==> src/verilog/exec_pkg.sv <==
`default_nettype none

package exec_pkg;

    localparam int XLEN   = 32;
    localparam int PREG_W = 6;
    localparam int ROB_W  = 5;

    // Physical tag 0 is the hard-wired zero register
    typedef logic [PREG_W-1:0] preg_t;
    typedef logic [ROB_W-1:0]  rob_tag_t;

    // Encoded as {funct7[5], funct3}
    typedef enum logic [3:0] {
        alu_add  = 4'b0000,
        alu_sll  = 4'b0001,
        alu_slt  = 4'b0010,
        alu_sltu = 4'b0011,
        alu_xor  = 4'b0100,
        alu_srl  = 4'b0101,
        alu_or   = 4'b0110,
        alu_and  = 4'b0111,
        alu_sub  = 4'b1000,
        alu_sra  = 4'b1101
    } alu_op_t;

    // Branch funct3 encodings
    typedef enum logic [2:0] {
        cmp_beq  = 3'b000,
        cmp_bne  = 3'b001,
        cmp_blt  = 3'b100,
        cmp_bge  = 3'b101,
        cmp_bltu = 3'b110,
        cmp_bgeu = 3'b111
    } cmp_op_t;

    typedef enum logic [1:0] {
        src1_rs1 = 2'b00,
        src1_imm = 2'b01,
        src1_pc  = 2'b11
    } src1_sel_t;

    typedef enum logic [1:0] {
        src2_rs2  = 2'b00,
        src2_zero = 2'b01,
        src2_imm  = 2'b11
    } src2_sel_t;

    typedef enum logic [2:0] {
        kind_arith   = 3'd0,
        kind_compare = 3'd1,
        kind_branch  = 3'd2,
        kind_jal     = 3'd3,
        kind_jalr    = 3'd4
    } inst_kind_t;

    typedef struct packed {
        inst_kind_t      kind;
        alu_op_t         alu_op;
        cmp_op_t         cmp_op;
        src1_sel_t       src1_sel;
        src2_sel_t       src2_sel;
        logic [XLEN-1:0] imm;
        logic [XLEN-1:0] pc;
        rob_tag_t        rob_tag;
        preg_t           rs1;
        preg_t           rs2;
        preg_t           rd;
    } fu_inst_t;

    typedef struct packed {
        logic            valid;
        rob_tag_t        rob_tag;
        preg_t           rd;
        logic [XLEN-1:0] value;
        logic            taken;
        logic [XLEN-1:0] pc_next;
    } wb_t;

    // Branches feed rs1 and rs2 to the comparator whatever the ALU selects
    function automatic logic needs_rs1(input fu_inst_t inst);
        return (inst.src1_sel == src1_rs1) || (inst.kind == kind_branch);
    endfunction

    function automatic logic needs_rs2(input fu_inst_t inst);
        return (inst.src2_sel == src2_rs2) || (inst.kind == kind_branch);
    endfunction

endpackage

`default_nettype wire

==> src/verilog/alu_station.sv <==
`default_nettype none

module alu_station #(
    parameter int DEPTH     = 4,
    parameter int PHYS_REGS = 64
) (
    input  logic                 clk,
    input  logic                 arst_n,
    input  logic                 flush,
    input  logic                 dispatch_valid,
    input  exec_pkg::fu_inst_t   dispatch_inst,
    output logic                 space,
    input  exec_pkg::wb_t        wb,
    input  logic [PHYS_REGS-1:0] ready_mask,
    output logic                 issue_valid,
    output exec_pkg::fu_inst_t   issue_inst
);
    import exec_pkg::*;

    localparam int IDX_W = (DEPTH > 1) ? $clog2(DEPTH) : 1;

    // Entry 0 is the oldest; valid entries stay packed from the bottom
    fu_inst_t         ent_q [DEPTH];
    logic [DEPTH-1:0] valid_q;
    logic [DEPTH-1:0] rdy1_q;
    logic [DEPTH-1:0] rdy2_q;

    // After wakeup, with one empty slot on top to shift in from
    fu_inst_t         ent_w [DEPTH+1];
    logic [DEPTH:0]   valid_w;
    logic [DEPTH:0]   rdy1_w;
    logic [DEPTH:0]   rdy2_w;

    fu_inst_t         ent_n [DEPTH];
    logic [DEPTH-1:0] valid_n;
    logic [DEPTH-1:0] rdy1_n;
    logic [DEPTH-1:0] rdy2_n;

    logic             issue_found;
    logic [IDX_W-1:0] issue_idx;
    logic             disp_rdy1;
    logic             disp_rdy2;
    logic             placed;

    function automatic logic woken(input logic rdy, input preg_t tag, input wb_t w);
        return rdy || (w.valid && (w.rd == tag));
    endfunction

    // Oldest entry with both sources ready
    always_comb begin
        issue_found = 1'b0;
        issue_idx   = '0;
        for (int i = 0; i < DEPTH; i++) begin
            if (!issue_found && valid_q[i] && rdy1_q[i] && rdy2_q[i]) begin
                issue_found = 1'b1;
                issue_idx   = IDX_W'(i);
            end
        end
    end

    assign issue_valid = issue_found && !flush;
    assign issue_inst  = ent_q[issue_idx];
    assign space       = !valid_q[DEPTH-1];

    always_comb begin
        for (int i = 0; i < DEPTH; i++) begin
            ent_w[i]   = ent_q[i];
            valid_w[i] = valid_q[i];
            rdy1_w[i]  = woken(rdy1_q[i], ent_q[i].rs1, wb);
            rdy2_w[i]  = woken(rdy2_q[i], ent_q[i].rs2, wb);
        end
        ent_w[DEPTH]   = '0;
        valid_w[DEPTH] = 1'b0;
        rdy1_w[DEPTH]  = 1'b0;
        rdy2_w[DEPTH]  = 1'b0;
    end

    // A writeback in the dispatch cycle is not yet in ready_mask
    assign disp_rdy1 = !needs_rs1(dispatch_inst)
        || woken(ready_mask[dispatch_inst.rs1], dispatch_inst.rs1, wb);
    assign disp_rdy2 = !needs_rs2(dispatch_inst)
        || woken(ready_mask[dispatch_inst.rs2], dispatch_inst.rs2, wb);

    // Close the gap left by the issued entry, then append at the first free slot
    always_comb begin
        placed = 1'b0;
        for (int i = 0; i < DEPTH; i++) begin
            if (issue_valid && (i >= int'(issue_idx))) begin
                ent_n[i]   = ent_w[i+1];
                valid_n[i] = valid_w[i+1];
                rdy1_n[i]  = rdy1_w[i+1];
                rdy2_n[i]  = rdy2_w[i+1];
            end else begin
                ent_n[i]   = ent_w[i];
                valid_n[i] = valid_w[i];
                rdy1_n[i]  = rdy1_w[i];
                rdy2_n[i]  = rdy2_w[i];
            end
            if (dispatch_valid && !placed && !valid_n[i]) begin
                ent_n[i]   = dispatch_inst;
                valid_n[i] = 1'b1;
                rdy1_n[i]  = disp_rdy1;
                rdy2_n[i]  = disp_rdy2;
                placed     = 1'b1;
            end
        end
    end

    always_ff @(posedge clk or negedge arst_n) begin
        if (!arst_n) begin
            valid_q <= '0;
            rdy1_q  <= '0;
            rdy2_q  <= '0;
        end else if (flush) begin
            valid_q <= '0;
        end else begin
            valid_q <= valid_n;
            rdy1_q  <= rdy1_n;
            rdy2_q  <= rdy2_n;
        end
    end

    always_ff @(posedge clk) begin
        ent_q <= ent_n;
    end

    a_no_dispatch_full: assert property (@(posedge clk) disable iff (!arst_n)
        dispatch_valid && !flush |-> space)
        else $error("dispatch into a full station");

    // A hole below a valid entry would break oldest-first issue and the space flag
    a_entries_packed: assert property (@(posedge clk) disable iff (!arst_n)
        ((valid_q + 1'b1) & valid_q) == '0)
        else $error("station entries not packed from the bottom");

endmodule

`default_nettype wire

==> config.mk <==
export PLATFORM = sky130hd
export DESIGN_NAME = alu_station
export DESIGN_NICKNAME = d
export VERILOG_FILES = /design/src/verilog/exec_pkg.sv /design/src/verilog/alu_station.sv
export SDC_FILE = /design/constraint.sdc
export NUM_CORES = 1
export LEC_CHECK = 0
export ABC_AREA = 0
export BUFFER_PORTS_ARGS = -buffer_cell sky130_fd_sc_hd__buf_4
export CAP_MARGIN = 20
export CORE_ASPECT_RATIO = 1.5
export CORE_MARGIN = 8
export CORE_UTILIZATION = 58
export DETAILED_ROUTE_END_ITERATION = 10
export PLACE_DENSITY = 0.8
export SYNTH_ARGS = -nofsm -noshare
export SYNTH_HDL_FRONTEND = slang
export SYNTH_SLANG_ARGS = --single-unit
==> constraint.sdc <==
create_clock -name clk -period 5.7 [get_ports clk]
set_input_delay 0.57 -clock clk [delete_from_list [all_inputs] [get_ports clk]]
set_output_delay 0.57 -clock clk [all_outputs]
set_load 0.01 [all_outputs]
==> results.tsv <==
metric	value	unit
status	finished, final reports clean	
layout_min_cycle_time	4230	ps
reg2reg_from	rdy2_q[0]$_DFFE_PN0N_	
fin_nets	2383	
drv_slew	0	
powerDensity	376	nW/µm²
first_pass_iters	6	
ys_ff_latch	416	
ios	349	
crit_end	issue_inst[69]	
rrSetupSlack	2430	ps
std_cell_rows	88	
crit_buf_inv	2	
ys_seq_area_frac	0.558	
antenna_found_initial	4	
routed_via_density	6.14	
area_growth	15.8	%
cts-root-buf	clkbuf_16	
cp_cell_sequence	nand3_1 -> and2_1 -> and2_4 -> buf_4 -> a211oi_1 -> a31oi_1 -> buf_4	
clock-sinks	416	
worst_path_max_delay_cell	and2_4	
synthMostInstantiatedCell	nand2_1	
start_util	0.583	
post-dp-hpwl	36.8	mm
fin_crit_sh	0.742	
synth_compound_area_frac	0.0835	
hold_class	primary input to flop	
hold_violations	0	
slowest_delay	800	ps
die_x	176	µm
drive_above_1_share	0.277	
vias	16300	
ir_drop	233	µV
path_depth	7	
grt_pass1_wl	92.3	mm
overflow	0	
die_y	256	µm
cp.arrival	3660	ps
timing.rr.end	ent_q[197]$_DFFE_PP_	
maxCapViolCount	0	
r2r_cells	7	
path_delay_family	simple AND/OR/NAND/NOR gates	
cp-end-kind	primary output	
synth_edf_count	404	
syn_area	22300	µm²
synth_top_family_by_area	simple AND/OR/NAND/NOR gates	
cp-start-kind	flop	
critPathMaxFanout	72	
max_freq	236	MHz
wl_per_cell	22.3	µm
worstPathRequired	5130	ps
grt_setup_unrepaired	false	
async_flop_share	0.0288	
synth_ff_type	edfxtp_1	
syn_area_per_cell	11.5	µm²
yosysTopAreaCellShare	0.545	
synthTopCellsByArea	edfxtp_1, mux2_2, nand2_1	
dp_slack	2090	ps
n_fill_cell	2871	
detailedRoute.firstIterationViolations	1387	
syn_nets	2190	
setup_viol	0	
grt_usage	0.258	
drc	0	
ys_types	60	
startpoint	rdy2_q[0]$_DFFE_PN0N_	
slew_headroom	0.291	
drt-total-wl	59.2	mm
die_area	45100	µm²
tns	0	ps
yosys-mux-area-fraction	0.139	
cts_tree	built	
clk_pin_slew	70	ps
dp.cells	2591	
yosysTopAreaCell	edfxtp_1	
grt_pass1_vias	17000	
synthesis.instances	1944	
io_buffers	278	
leakage	9.75	nW
fin_cells	2660	
place_congestion	0.868	
cts_buffers	38	
worst_slew_pin_slew	1060	ps
grt_max_degree	133	
synth.cells.most_frequent	nand2_1, edfxtp_1, mux2_2	
design.core.area	38200	µm²
crit_top_cell	buf_4	
clk_latency	540	ps
postCtsSetupBuffers	0	
yosys.area_share.simple	0.163	
synth_xor_area_frac	0.0236	
critPathKind	flop to primary output	
setup_slack	1470	ps
clockBufferDepth	3	
synth-adder-area-share	0	
htree_levels	2	
ant_nets	0	
synth_warnings	0	
fin_skew	19.8	ps
[worst min-delay path by stage]
stage / cells past startpoint / endpoint / startpoint / slack (ps)
3_3_place_gp: 1 / rdy2_q[0]$_DFFE_PN0N_ / arst_n / 420
4_1_cts: 3 / valid_q[0]$_DFF_PN0_ / dispatch_valid / 280
2_1_floorplan: 0 / rdy1_q[0]$_DFFE_PN0N_ / arst_n / 270
6_report: 3 / valid_q[0]$_DFF_PN0_ / dispatch_valid / 300
5_1_grt: 3 / valid_q[0]$_DFF_PN0_ / dispatch_valid / 310
3_5_place_dp: 1 / rdy2_q[0]$_DFFE_PN0N_ / arst_n / 420
[routing by layer]
layer	GRT usage	vias to the layer above	wire [µm]
met1	0.289	8049	21600
met4	0.113	2	2420
met3	0.0484	145	4320
met5	0	-	9
met2	0.466	718	30900
li1	-	7429	-
[cells in the final DEF, fill, tap and decap left out, types with 22 or more instances in the layout]
cell	netlist	routed
nor2_1	23	22
xor2_1	28	28
a211oi_1	103	103
nand2_1	522	517
buf_4	1	295
mux2_2	208	208
a31oi_1	102	102
edfxtp_1	404	404
and2_1	204	203
xnor2_1	32	32
clkbuf_16	0	41
[metrics by stage]
stage	cell area, µm²	hold WS [ps]	power, mW	utilization
floorplan	22300	274	6.10	-
global placement	24600	423	7.20	0.644
detailed placement	24600	424	7.30	0.644
CTS	25800	283	9.74	0.675
global route	25800	311	10.1	0.675
finish	25800	299	9.69	0.675
[area by class of cell]
class | instances | area (µm²) | area share
sequential | 416 | 12400 | 0.482
multi-input combinational | 1371 | 9200 | 0.357
timing repair buffer | 301 | 2320 | 0.0902
clock buffer | 49 | 1080 | 0.0417
tap | 495 | 619 | 0.0240
clock inverter | 16 | 98.8 | 0.00383
inverter | 9 | 33.8 | 0.00131
antenna | 3 | 7.51 | 0.000291
[power breakdown]
group	internal, mW	leakage [nW]	switching [mW]
clock network	1.37	0.581	1.09
logic	1.20	5.21	1.61
registers	4.15	3.95	0.265
total	6.73	9.75	2.96
[cells by family after synthesis]
logic type      count (synthesis)
flops                         416
simple gates                  800
compound gates                262
buf+inv                       157
xor+xnor                       60
mux                           249
[worst min-delay path, stage by stage]
cell,delay (ps)
buf_4,110
a21oi_1,40
nor2_1,70
[registers in the layout, summed over array words and instances (netlist names)]
register / cells
rdy2_q: 4
valid_q: 4
ent_q: 404
rdy1_q: 4
[timing repair]
item,CTS,global route
endpoints found under the hold margin,12,0
endpoints found under the setup margin,0,0
resized for setup,0,0
hold buffers,1,0
(Power assumes the default switching activity.)
