**src/verilog/exec_pkg.sv**
```systemverilog
`default_nettype none

package exec_pkg;

    localparam int XLEN   = 32;
    localparam int PREG_W = 6;
    localparam int ROB_W  = 5;

    // Physical tag 0 is the hard-wired zero register
    typedef logic [PREG_W-1:0] preg_t;
    typedef logic [ROB_W-1:0]  rob_tag_t;

    // Encoded as {funct7[5], funct3}
    typedef enum logic [3:0] {
        alu_add  = 4'b0000,
        alu_sll  = 4'b0001,
        alu_slt  = 4'b0010,
        alu_sltu = 4'b0011,
        alu_xor  = 4'b0100,
        alu_srl  = 4'b0101,
        alu_or   = 4'b0110,
        alu_and  = 4'b0111,
        alu_sub  = 4'b1000,
        alu_sra  = 4'b1101
    } alu_op_t;

    // Branch funct3 encodings
    typedef enum logic [2:0] {
        cmp_beq  = 3'b000,
        cmp_bne  = 3'b001,
        cmp_blt  = 3'b100,
        cmp_bge  = 3'b101,
        cmp_bltu = 3'b110,
        cmp_bgeu = 3'b111
    } cmp_op_t;

    typedef enum logic [1:0] {
        src1_rs1 = 2'b00,
        src1_imm = 2'b01,
        src1_pc  = 2'b11
    } src1_sel_t;

    typedef enum logic [1:0] {
        src2_rs2  = 2'b00,
        src2_zero = 2'b01,
        src2_imm  = 2'b11
    } src2_sel_t;

    typedef enum logic [2:0] {
        kind_arith   = 3'd0,
        kind_compare = 3'd1,
        kind_branch  = 3'd2,
        kind_jal     = 3'd3,
        kind_jalr    = 3'd4
    } inst_kind_t;

    typedef struct packed {
        inst_kind_t      kind;
        alu_op_t         alu_op;
        cmp_op_t         cmp_op;
        src1_sel_t       src1_sel;
        src2_sel_t       src2_sel;
        logic [XLEN-1:0] imm;
        logic [XLEN-1:0] pc;
        rob_tag_t        rob_tag;
        preg_t           rs1;
        preg_t           rs2;
        preg_t           rd;
    } fu_inst_t;

    typedef struct packed {
        logic            valid;
        rob_tag_t        rob_tag;
        preg_t           rd;
        logic [XLEN-1:0] value;
        logic            taken;
        logic [XLEN-1:0] pc_next;
    } wb_t;

    // Branches feed rs1 and rs2 to the comparator whatever the ALU selects
    function automatic logic needs_rs1(input fu_inst_t inst);
        return (inst.src1_sel == src1_rs1) || (inst.kind == kind_branch);
    endfunction

    function automatic logic needs_rs2(input fu_inst_t inst);
        return (inst.src2_sel == src2_rs2) || (inst.kind == kind_branch);
    endfunction

endpackage

`default_nettype wire

```
**src/verilog/alu.sv**
```systemverilog
`default_nettype none

module alu (
    input  exec_pkg::alu_op_t aluop,
    input  logic [31:0]       a,
    input  logic [31:0]       b,
    output logic [31:0]       f
);
    import exec_pkg::*;

    logic [4:0] shamt;

    assign shamt = b[4:0];

    always_comb begin
        case (aluop)
            alu_add:  f = a + b;
            alu_sub:  f = a - b;
            alu_sll:  f = a << shamt;
            alu_slt:  f = {31'd0, $signed(a) < $signed(b)};
            alu_sltu: f = {31'd0, a < b};
            alu_xor:  f = a ^ b;
            alu_srl:  f = a >> shamt;
            // Arithmetic shift keeps the sign bit
            alu_sra:  f = $unsigned($signed(a) >>> shamt);
            alu_or:   f = a | b;
            alu_and:  f = a & b;
            default:  f = '0;
        endcase
    end

endmodule

`default_nettype wire

```
**src/verilog/cmp.sv**
```systemverilog
`default_nettype none

module cmp (
    input  exec_pkg::cmp_op_t cmpop,
    input  logic [31:0]       a,
    input  logic [31:0]       b,
    output logic              br_en
);
    import exec_pkg::*;

    logic eq;
    logic lt_s;
    logic lt_u;

    assign eq   = (a == b);
    assign lt_s = $signed(a) < $signed(b);
    assign lt_u = a < b;

    always_comb begin
        case (cmpop)
            cmp_beq:  br_en = eq;
            cmp_bne:  br_en = !eq;
            cmp_blt:  br_en = lt_s;
            cmp_bge:  br_en = !lt_s;
            cmp_bltu: br_en = lt_u;
            cmp_bgeu: br_en = !lt_u;
            default:  br_en = 1'b0;
        endcase
    end

endmodule

`default_nettype wire

```
**src/verilog/alu_fu.sv**
```systemverilog
`default_nettype none

module alu_fu (
    input  logic               clk,
    input  logic               arst_n,
    input  logic               flush,
    input  logic               issue_valid,
    input  exec_pkg::fu_inst_t issue_inst,
    input  logic [31:0]        rs1_value,
    input  logic [31:0]        rs2_value,
    output exec_pkg::wb_t      wb
);
    import exec_pkg::*;

    logic [31:0] alu_a;
    logic [31:0] alu_b;
    logic [31:0] cmp_a;
    logic [31:0] cmp_b;
    logic [31:0] alu_res;
    logic [31:0] pc_plus4;
    logic        cmp_res;
    wb_t         wb_d;
    wb_t         wb_q;

    // U-type is imm + 0, branches and jumps put pc or rs1 plus imm through the ALU
    always_comb begin
        case (issue_inst.src1_sel)
            src1_rs1: alu_a = rs1_value;
            src1_imm: alu_a = issue_inst.imm;
            src1_pc:  alu_a = issue_inst.pc;
            default:  alu_a = '0;
        endcase
        case (issue_inst.src2_sel)
            src2_rs2:  alu_b = rs2_value;
            src2_zero: alu_b = '0;
            src2_imm:  alu_b = issue_inst.imm;
            default:   alu_b = '0;
        endcase
    end

    // Comparator sees the registers on branches, the ALU inputs for set-less-than
    assign cmp_a = (issue_inst.kind == kind_branch) ? rs1_value : alu_a;
    assign cmp_b = (issue_inst.kind == kind_branch) ? rs2_value : alu_b;

    alu u_alu (
        .aluop (issue_inst.alu_op),
        .a     (alu_a),
        .b     (alu_b),
        .f     (alu_res)
    );

    cmp u_cmp (
        .cmpop (issue_inst.cmp_op),
        .a     (cmp_a),
        .b     (cmp_b),
        .br_en (cmp_res)
    );

    assign pc_plus4 = issue_inst.pc + 32'd4;

    always_comb begin
        wb_d         = '0;
        wb_d.valid   = issue_valid;
        wb_d.rob_tag = issue_inst.rob_tag;
        wb_d.rd      = issue_inst.rd;
        wb_d.pc_next = pc_plus4;
        case (issue_inst.kind)
            kind_branch: begin
                wb_d.rd      = '0;
                wb_d.taken   = cmp_res;
                wb_d.pc_next = cmp_res ? alu_res : pc_plus4;
            end
            kind_jal: begin
                wb_d.value   = pc_plus4;
                wb_d.taken   = 1'b1;
                wb_d.pc_next = alu_res;
            end
            kind_jalr: begin
                wb_d.value   = pc_plus4;
                wb_d.taken   = 1'b1;
                wb_d.pc_next = {alu_res[31:1], 1'b0};
            end
            kind_compare: wb_d.value = {31'd0, cmp_res};
            default:      wb_d.value = alu_res;
        endcase
    end

    always_ff @(posedge clk or negedge arst_n) begin
        if (!arst_n) begin
            wb_q <= '0;
        end else if (flush) begin
            wb_q <= '0;
        end else begin
            wb_q <= wb_d;
        end
    end

    // Result of the flush cycle must not reach the register file
    always_comb begin
        wb = wb_q;
        if (flush) begin
            wb.valid = 1'b0;
        end
    end

endmodule

`default_nettype wire

```
**config.mk**
```make
export PLATFORM = sky130hd
export DESIGN_NAME = alu_fu
export DESIGN_NICKNAME = d
export VERILOG_FILES = /design/src/verilog/exec_pkg.sv /design/src/verilog/alu.sv /design/src/verilog/cmp.sv /design/src/verilog/alu_fu.sv
export SDC_FILE = /design/constraint.sdc
export NUM_CORES = 1
export LEC_CHECK = 0
export BUFFER_PORTS_ARGS = -buffer_cell sky130_fd_sc_hd__buf_2
export CAP_MARGIN = 20
export CORE_AREA = 8 8 211 233
export CTS_BUF_LIST = sky130_fd_sc_hd__clkbuf_4 sky130_fd_sc_hd__clkbuf_8
export DETAILED_ROUTE_END_ITERATION = 8
export DIE_AREA = 0 0 219 241
export GPL_TIMING_DRIVEN = 0
export PLACE_DENSITY = 0.65
export SYNTH_ARGS = -nofsm -noshare
export SYNTH_HDL_FRONTEND = slang
export SYNTH_SLANG_ARGS = --single-unit
export TNS_END_PERCENT = 5
```
**constraint.sdc**
```tcl
create_clock -name clk -period 1.38 [get_ports clk]
set_input_delay 0.207 -clock clk [delete_from_list [all_inputs] [get_ports clk]]
set_output_delay 0.207 -clock clk [all_outputs]
set_load 0.005 [all_outputs]
```
==> key figures <==
Floorplan
  • Die area: approximately 53000 µm²
  • # IOs: 246
  • Initial Util: between 30% and 40%
  • Chip Height: 241 µm
  • Die W: ~220 µm
  • Core Rows: 82
  • Core footprint: 45140 µm²

Power and ir drop
  • Leak Pwr: around 0.009 µW
  • Psw: ~7500 µW
  • PwrDens: 713.8 nW/µm²
  • Clk pwr share: 11.7%
  • VDD IR max: 0.4208 mV
  • Cell Int Power: 7127 µW
  • Net Sw Frac: between 50% and 60%
  • Combinational share of power: 71.2%
  • Sequential Power Share: 17.2%
  • Total power draw: 14600 µW

Layout
  • Synth-to-layout area growth: 30.95%
  • Post-route cell area: 20450 µm²
  • Fillers: 4633
  • Layout cells sized above 1: approximately a third
  • Diode count: 0
  • Final nets: 2729

Timing
  • Final hold vios: 0
  • Peak Freq: 241.2 MHz
  • Worst-Margin Slew: 1.066 ns
  • Final Slew Violations: 0
  • Worst slew margin: 28.18%
  • RSZ-0062 raised after global routing: yes
  • Fin crit share: 300.4%
  • Final min period: roughly 4.1 ns
  • Setup violators final: 65
  • Final worst slack: -2.766 ns

Routing
  • DRT Wirelength: 100.6 mm
  • Antenna viol nets, final: 0
  • Vias/cell: approximately 6.5
  • DRT iter0 DRCs: 2315
  • Via count: 19660
  • Drt pass-1 iters: 6
  • DRC: 0
  • WL/cell: 33.32 µm

Synthesis
  • Library cells used by synthesis: 94
  • Post-synth top area share: 12.34%
  • Mapped Nets: 2420
  • Sequential share of the synthesized area: roughly 12%
  • Post-synthesis mux area share: 12.13%
  • Syn_area_per_cell: 7.377 µm²
  • Synth Area in XOR/XNOR: 2.804%
  • Syn. warnings: 0
  • Most frequent cell after synthesis: nor2_1
  • Cell type with the largest total area after synthesis: dfrtp_1
  • Yosys reg bits: 77
  • Compound-Gate Fraction of Synth Area: 32.94%
  • Main combinational cell family by area after synthesis: compound AO/OA/AOI/OAI gates
  • Number of enable flip-flop cells after synthesis: 0
  • Area contributors post-synth: dfrtp_1 12%, ha_1 11%, mux2i_1 7.7%
  • Mapped Area: 15620 µm²
  • Ys async rst share: 100.0%
  • Post-Synth Adder-Cell Area: 10.83%
  • Post-synth top cells: 252 x nor2_1, 204 x a21oi_1, 161 x nand2_1
  • Synth Area in Simple Gates: around 18%
  • Mapped Cells: 2117
  • Main synth FF type: dfrtp_1

Setup path
  • Required @ worst endpoint: 1.65 ns
  • CP arrival: 4.41 ns
  • Nature of the critical path endpoint: register
  • Worst Setup Start Kind: input pin
  • Setup Crit Path Kind: input pin to register
  • Crit Path Max Fanout: 10

Outcome
  • Status: finished, violations left
  • Failing checks: setup timing

Clocking
  • Clock sink count: 77
  • CTS clk-pin slew, worst paths: 0.08 ns
  • Clock root buffer: clkbuf_8
  • CTS buffer count: 9
  • TritonCTS clock tree: done
  • H-tree levels: 3
  • Clk buf depth: 2

Place
  • Placed cell area: 18010 µm²
  • Routability-driven placement congestion ratio: between 1 and 1.5
  • # port buffers: 228
  • DP Wirelength: 82.37 mm

Global routing
  • Overall Global Routing Usage: 36.29%
  • Pin count of the biggest net entering global routing: 78
  • Vias in the first global route: between 15000 and 20000
  • Global route total overflow: 0
  • Initial antenna violation count: 6
  • Global-route wire length before repair: 138.9 mm

Job
  • Maxcap violations: 0

Worst hold path
  • Hold path depth: 2
  • HP Class: input pin to register
## metrics by stage
| step | cells | TNS [ns] | util (%) | setup WS (ns) | hold slack [ns] |
|---|---|---|---|---|---|
| 3_3_place_gp | 2933 | -294.99 | 39.83 | -5.034 | 0.4204 |
| 5_1_grt | 3019 | -165.91 | 45.30 | -2.764 | 0.05054 |
| 3_5_place_dp | 2936 | -272.46 | 39.89 | -5.026 | 0.3924 |
| 6_report | 3019 | -160.26 | 45.30 | -2.766 | 0.06557 |
| 2_1_floorplan | 2117 | -129.64 | - | -2.131 | -0.08859 |
| 4_1_cts | 2991 | -150.92 | 43.48 | -2.511 | 0.04277 |
## sequential cells by signal, summed over array words and instances (netlist names)
register	count
wb	76
wb_q	1
## power groups by stage
stage	Combinational [µW]	Clock (µW)	Sequential [µW]
after floorplan	5260	0	2530
after global placement	8640	0	2550
after detailed placement	8630	0	2550
after CTS	9510	1750	2510
after global routing	10800	1830	2530
final	10400	1700	2510
## area by class of cell
cell class	instances	area [µm²]	area share, %
multi-input combinational	1700	13390	65.45
sequential	77	1927	9.422
buffer	226	1877	9.177
timing repair buffer	305	1876	9.171
tap	588	735.7	3.597
inverter	107	447.9	2.190
clock buffer	10	131.4	0.6424
clock inverter	6	71.32	0.3487
## metal layers
metal  part of all wire [%]  vias up  routed length (µm)  global-route usage [%]
li1                       -     8387                   -                       -
met1                     37     9541               37330                   42.92
met2                     45     1347               44790                   58.75
met3                     10      374               10200                   8.398
met4                    8.2        6                8219                   23.27
met5                  0.045        -                  45                       0
## critical path: stages
cell,delay (ns)
buf_6,0.10
inv_2,0.06
ha_4,0.18
a22oi_1,0.07
or2_1,0.23
buf_6,0.15
buf_12,0.13
inv_4,0.13
buf_6,0.19
buf_2,0.39
nand2_1,0.36
o21ai_0,0.98
nor3_1,0.15
o31ai_1,0.61
a211oi_2,0.10
buf_4,0.20
o22ai_1,0.14
## worst paths after layout
check	from	end	slack (ns)
max in group asynchronous	arst_n	wb[41]	0.27
worst max-delay path	issue_inst[87]	wb[62]	-2.77
worst min-delay path	issue_inst[4]	wb[69]	0.07
min in group asynchronous	arst_n	wb[75]	0.52
## cells in the final DEF (no fill, tap or decap), types with 19 or more instances in the layout
cell type,synthesis,routed
mux4_2,20,20
nand2_1,161,160
dfrtp_1,77,77
o22ai_1,46,45
a211oi_1,40,31
clkbuf_1,80,50
nor3_1,43,39
a21o_1,20,20
o211ai_1,32,32
o2bb2ai_4,1,21
a21oi_1,204,182
buf_12,0,22
nand4_1,21,21
a21oi_2,0,19
buf_2,40,242
xnor2_1,35,26
inv_1,93,81
a22oi_1,47,40
nand3_1,39,37
mux2i_1,120,103
o21ai_0,89,81
nor2_1,252,232
buf_4,89,149
ha_1,132,121
## cells by family after synthesis
kind of cell / Yosys count
compound gates: 729
xor+xnor: 50
fa+ha+maj: 134
buf+inv: 340
flops: 77
mux: 160
simple gates: 627
## what timing repair did
action,4_1_cts,5_1_grt
endpoints found under the setup margin,72,65
pin swaps,50,23
endpoints found under the hold margin,24,0
buffers inserted,43,23
cloned,0,5
hold buffers,1,0
gates resized for setup,245,115
Power figures use the tool's default switching activity.
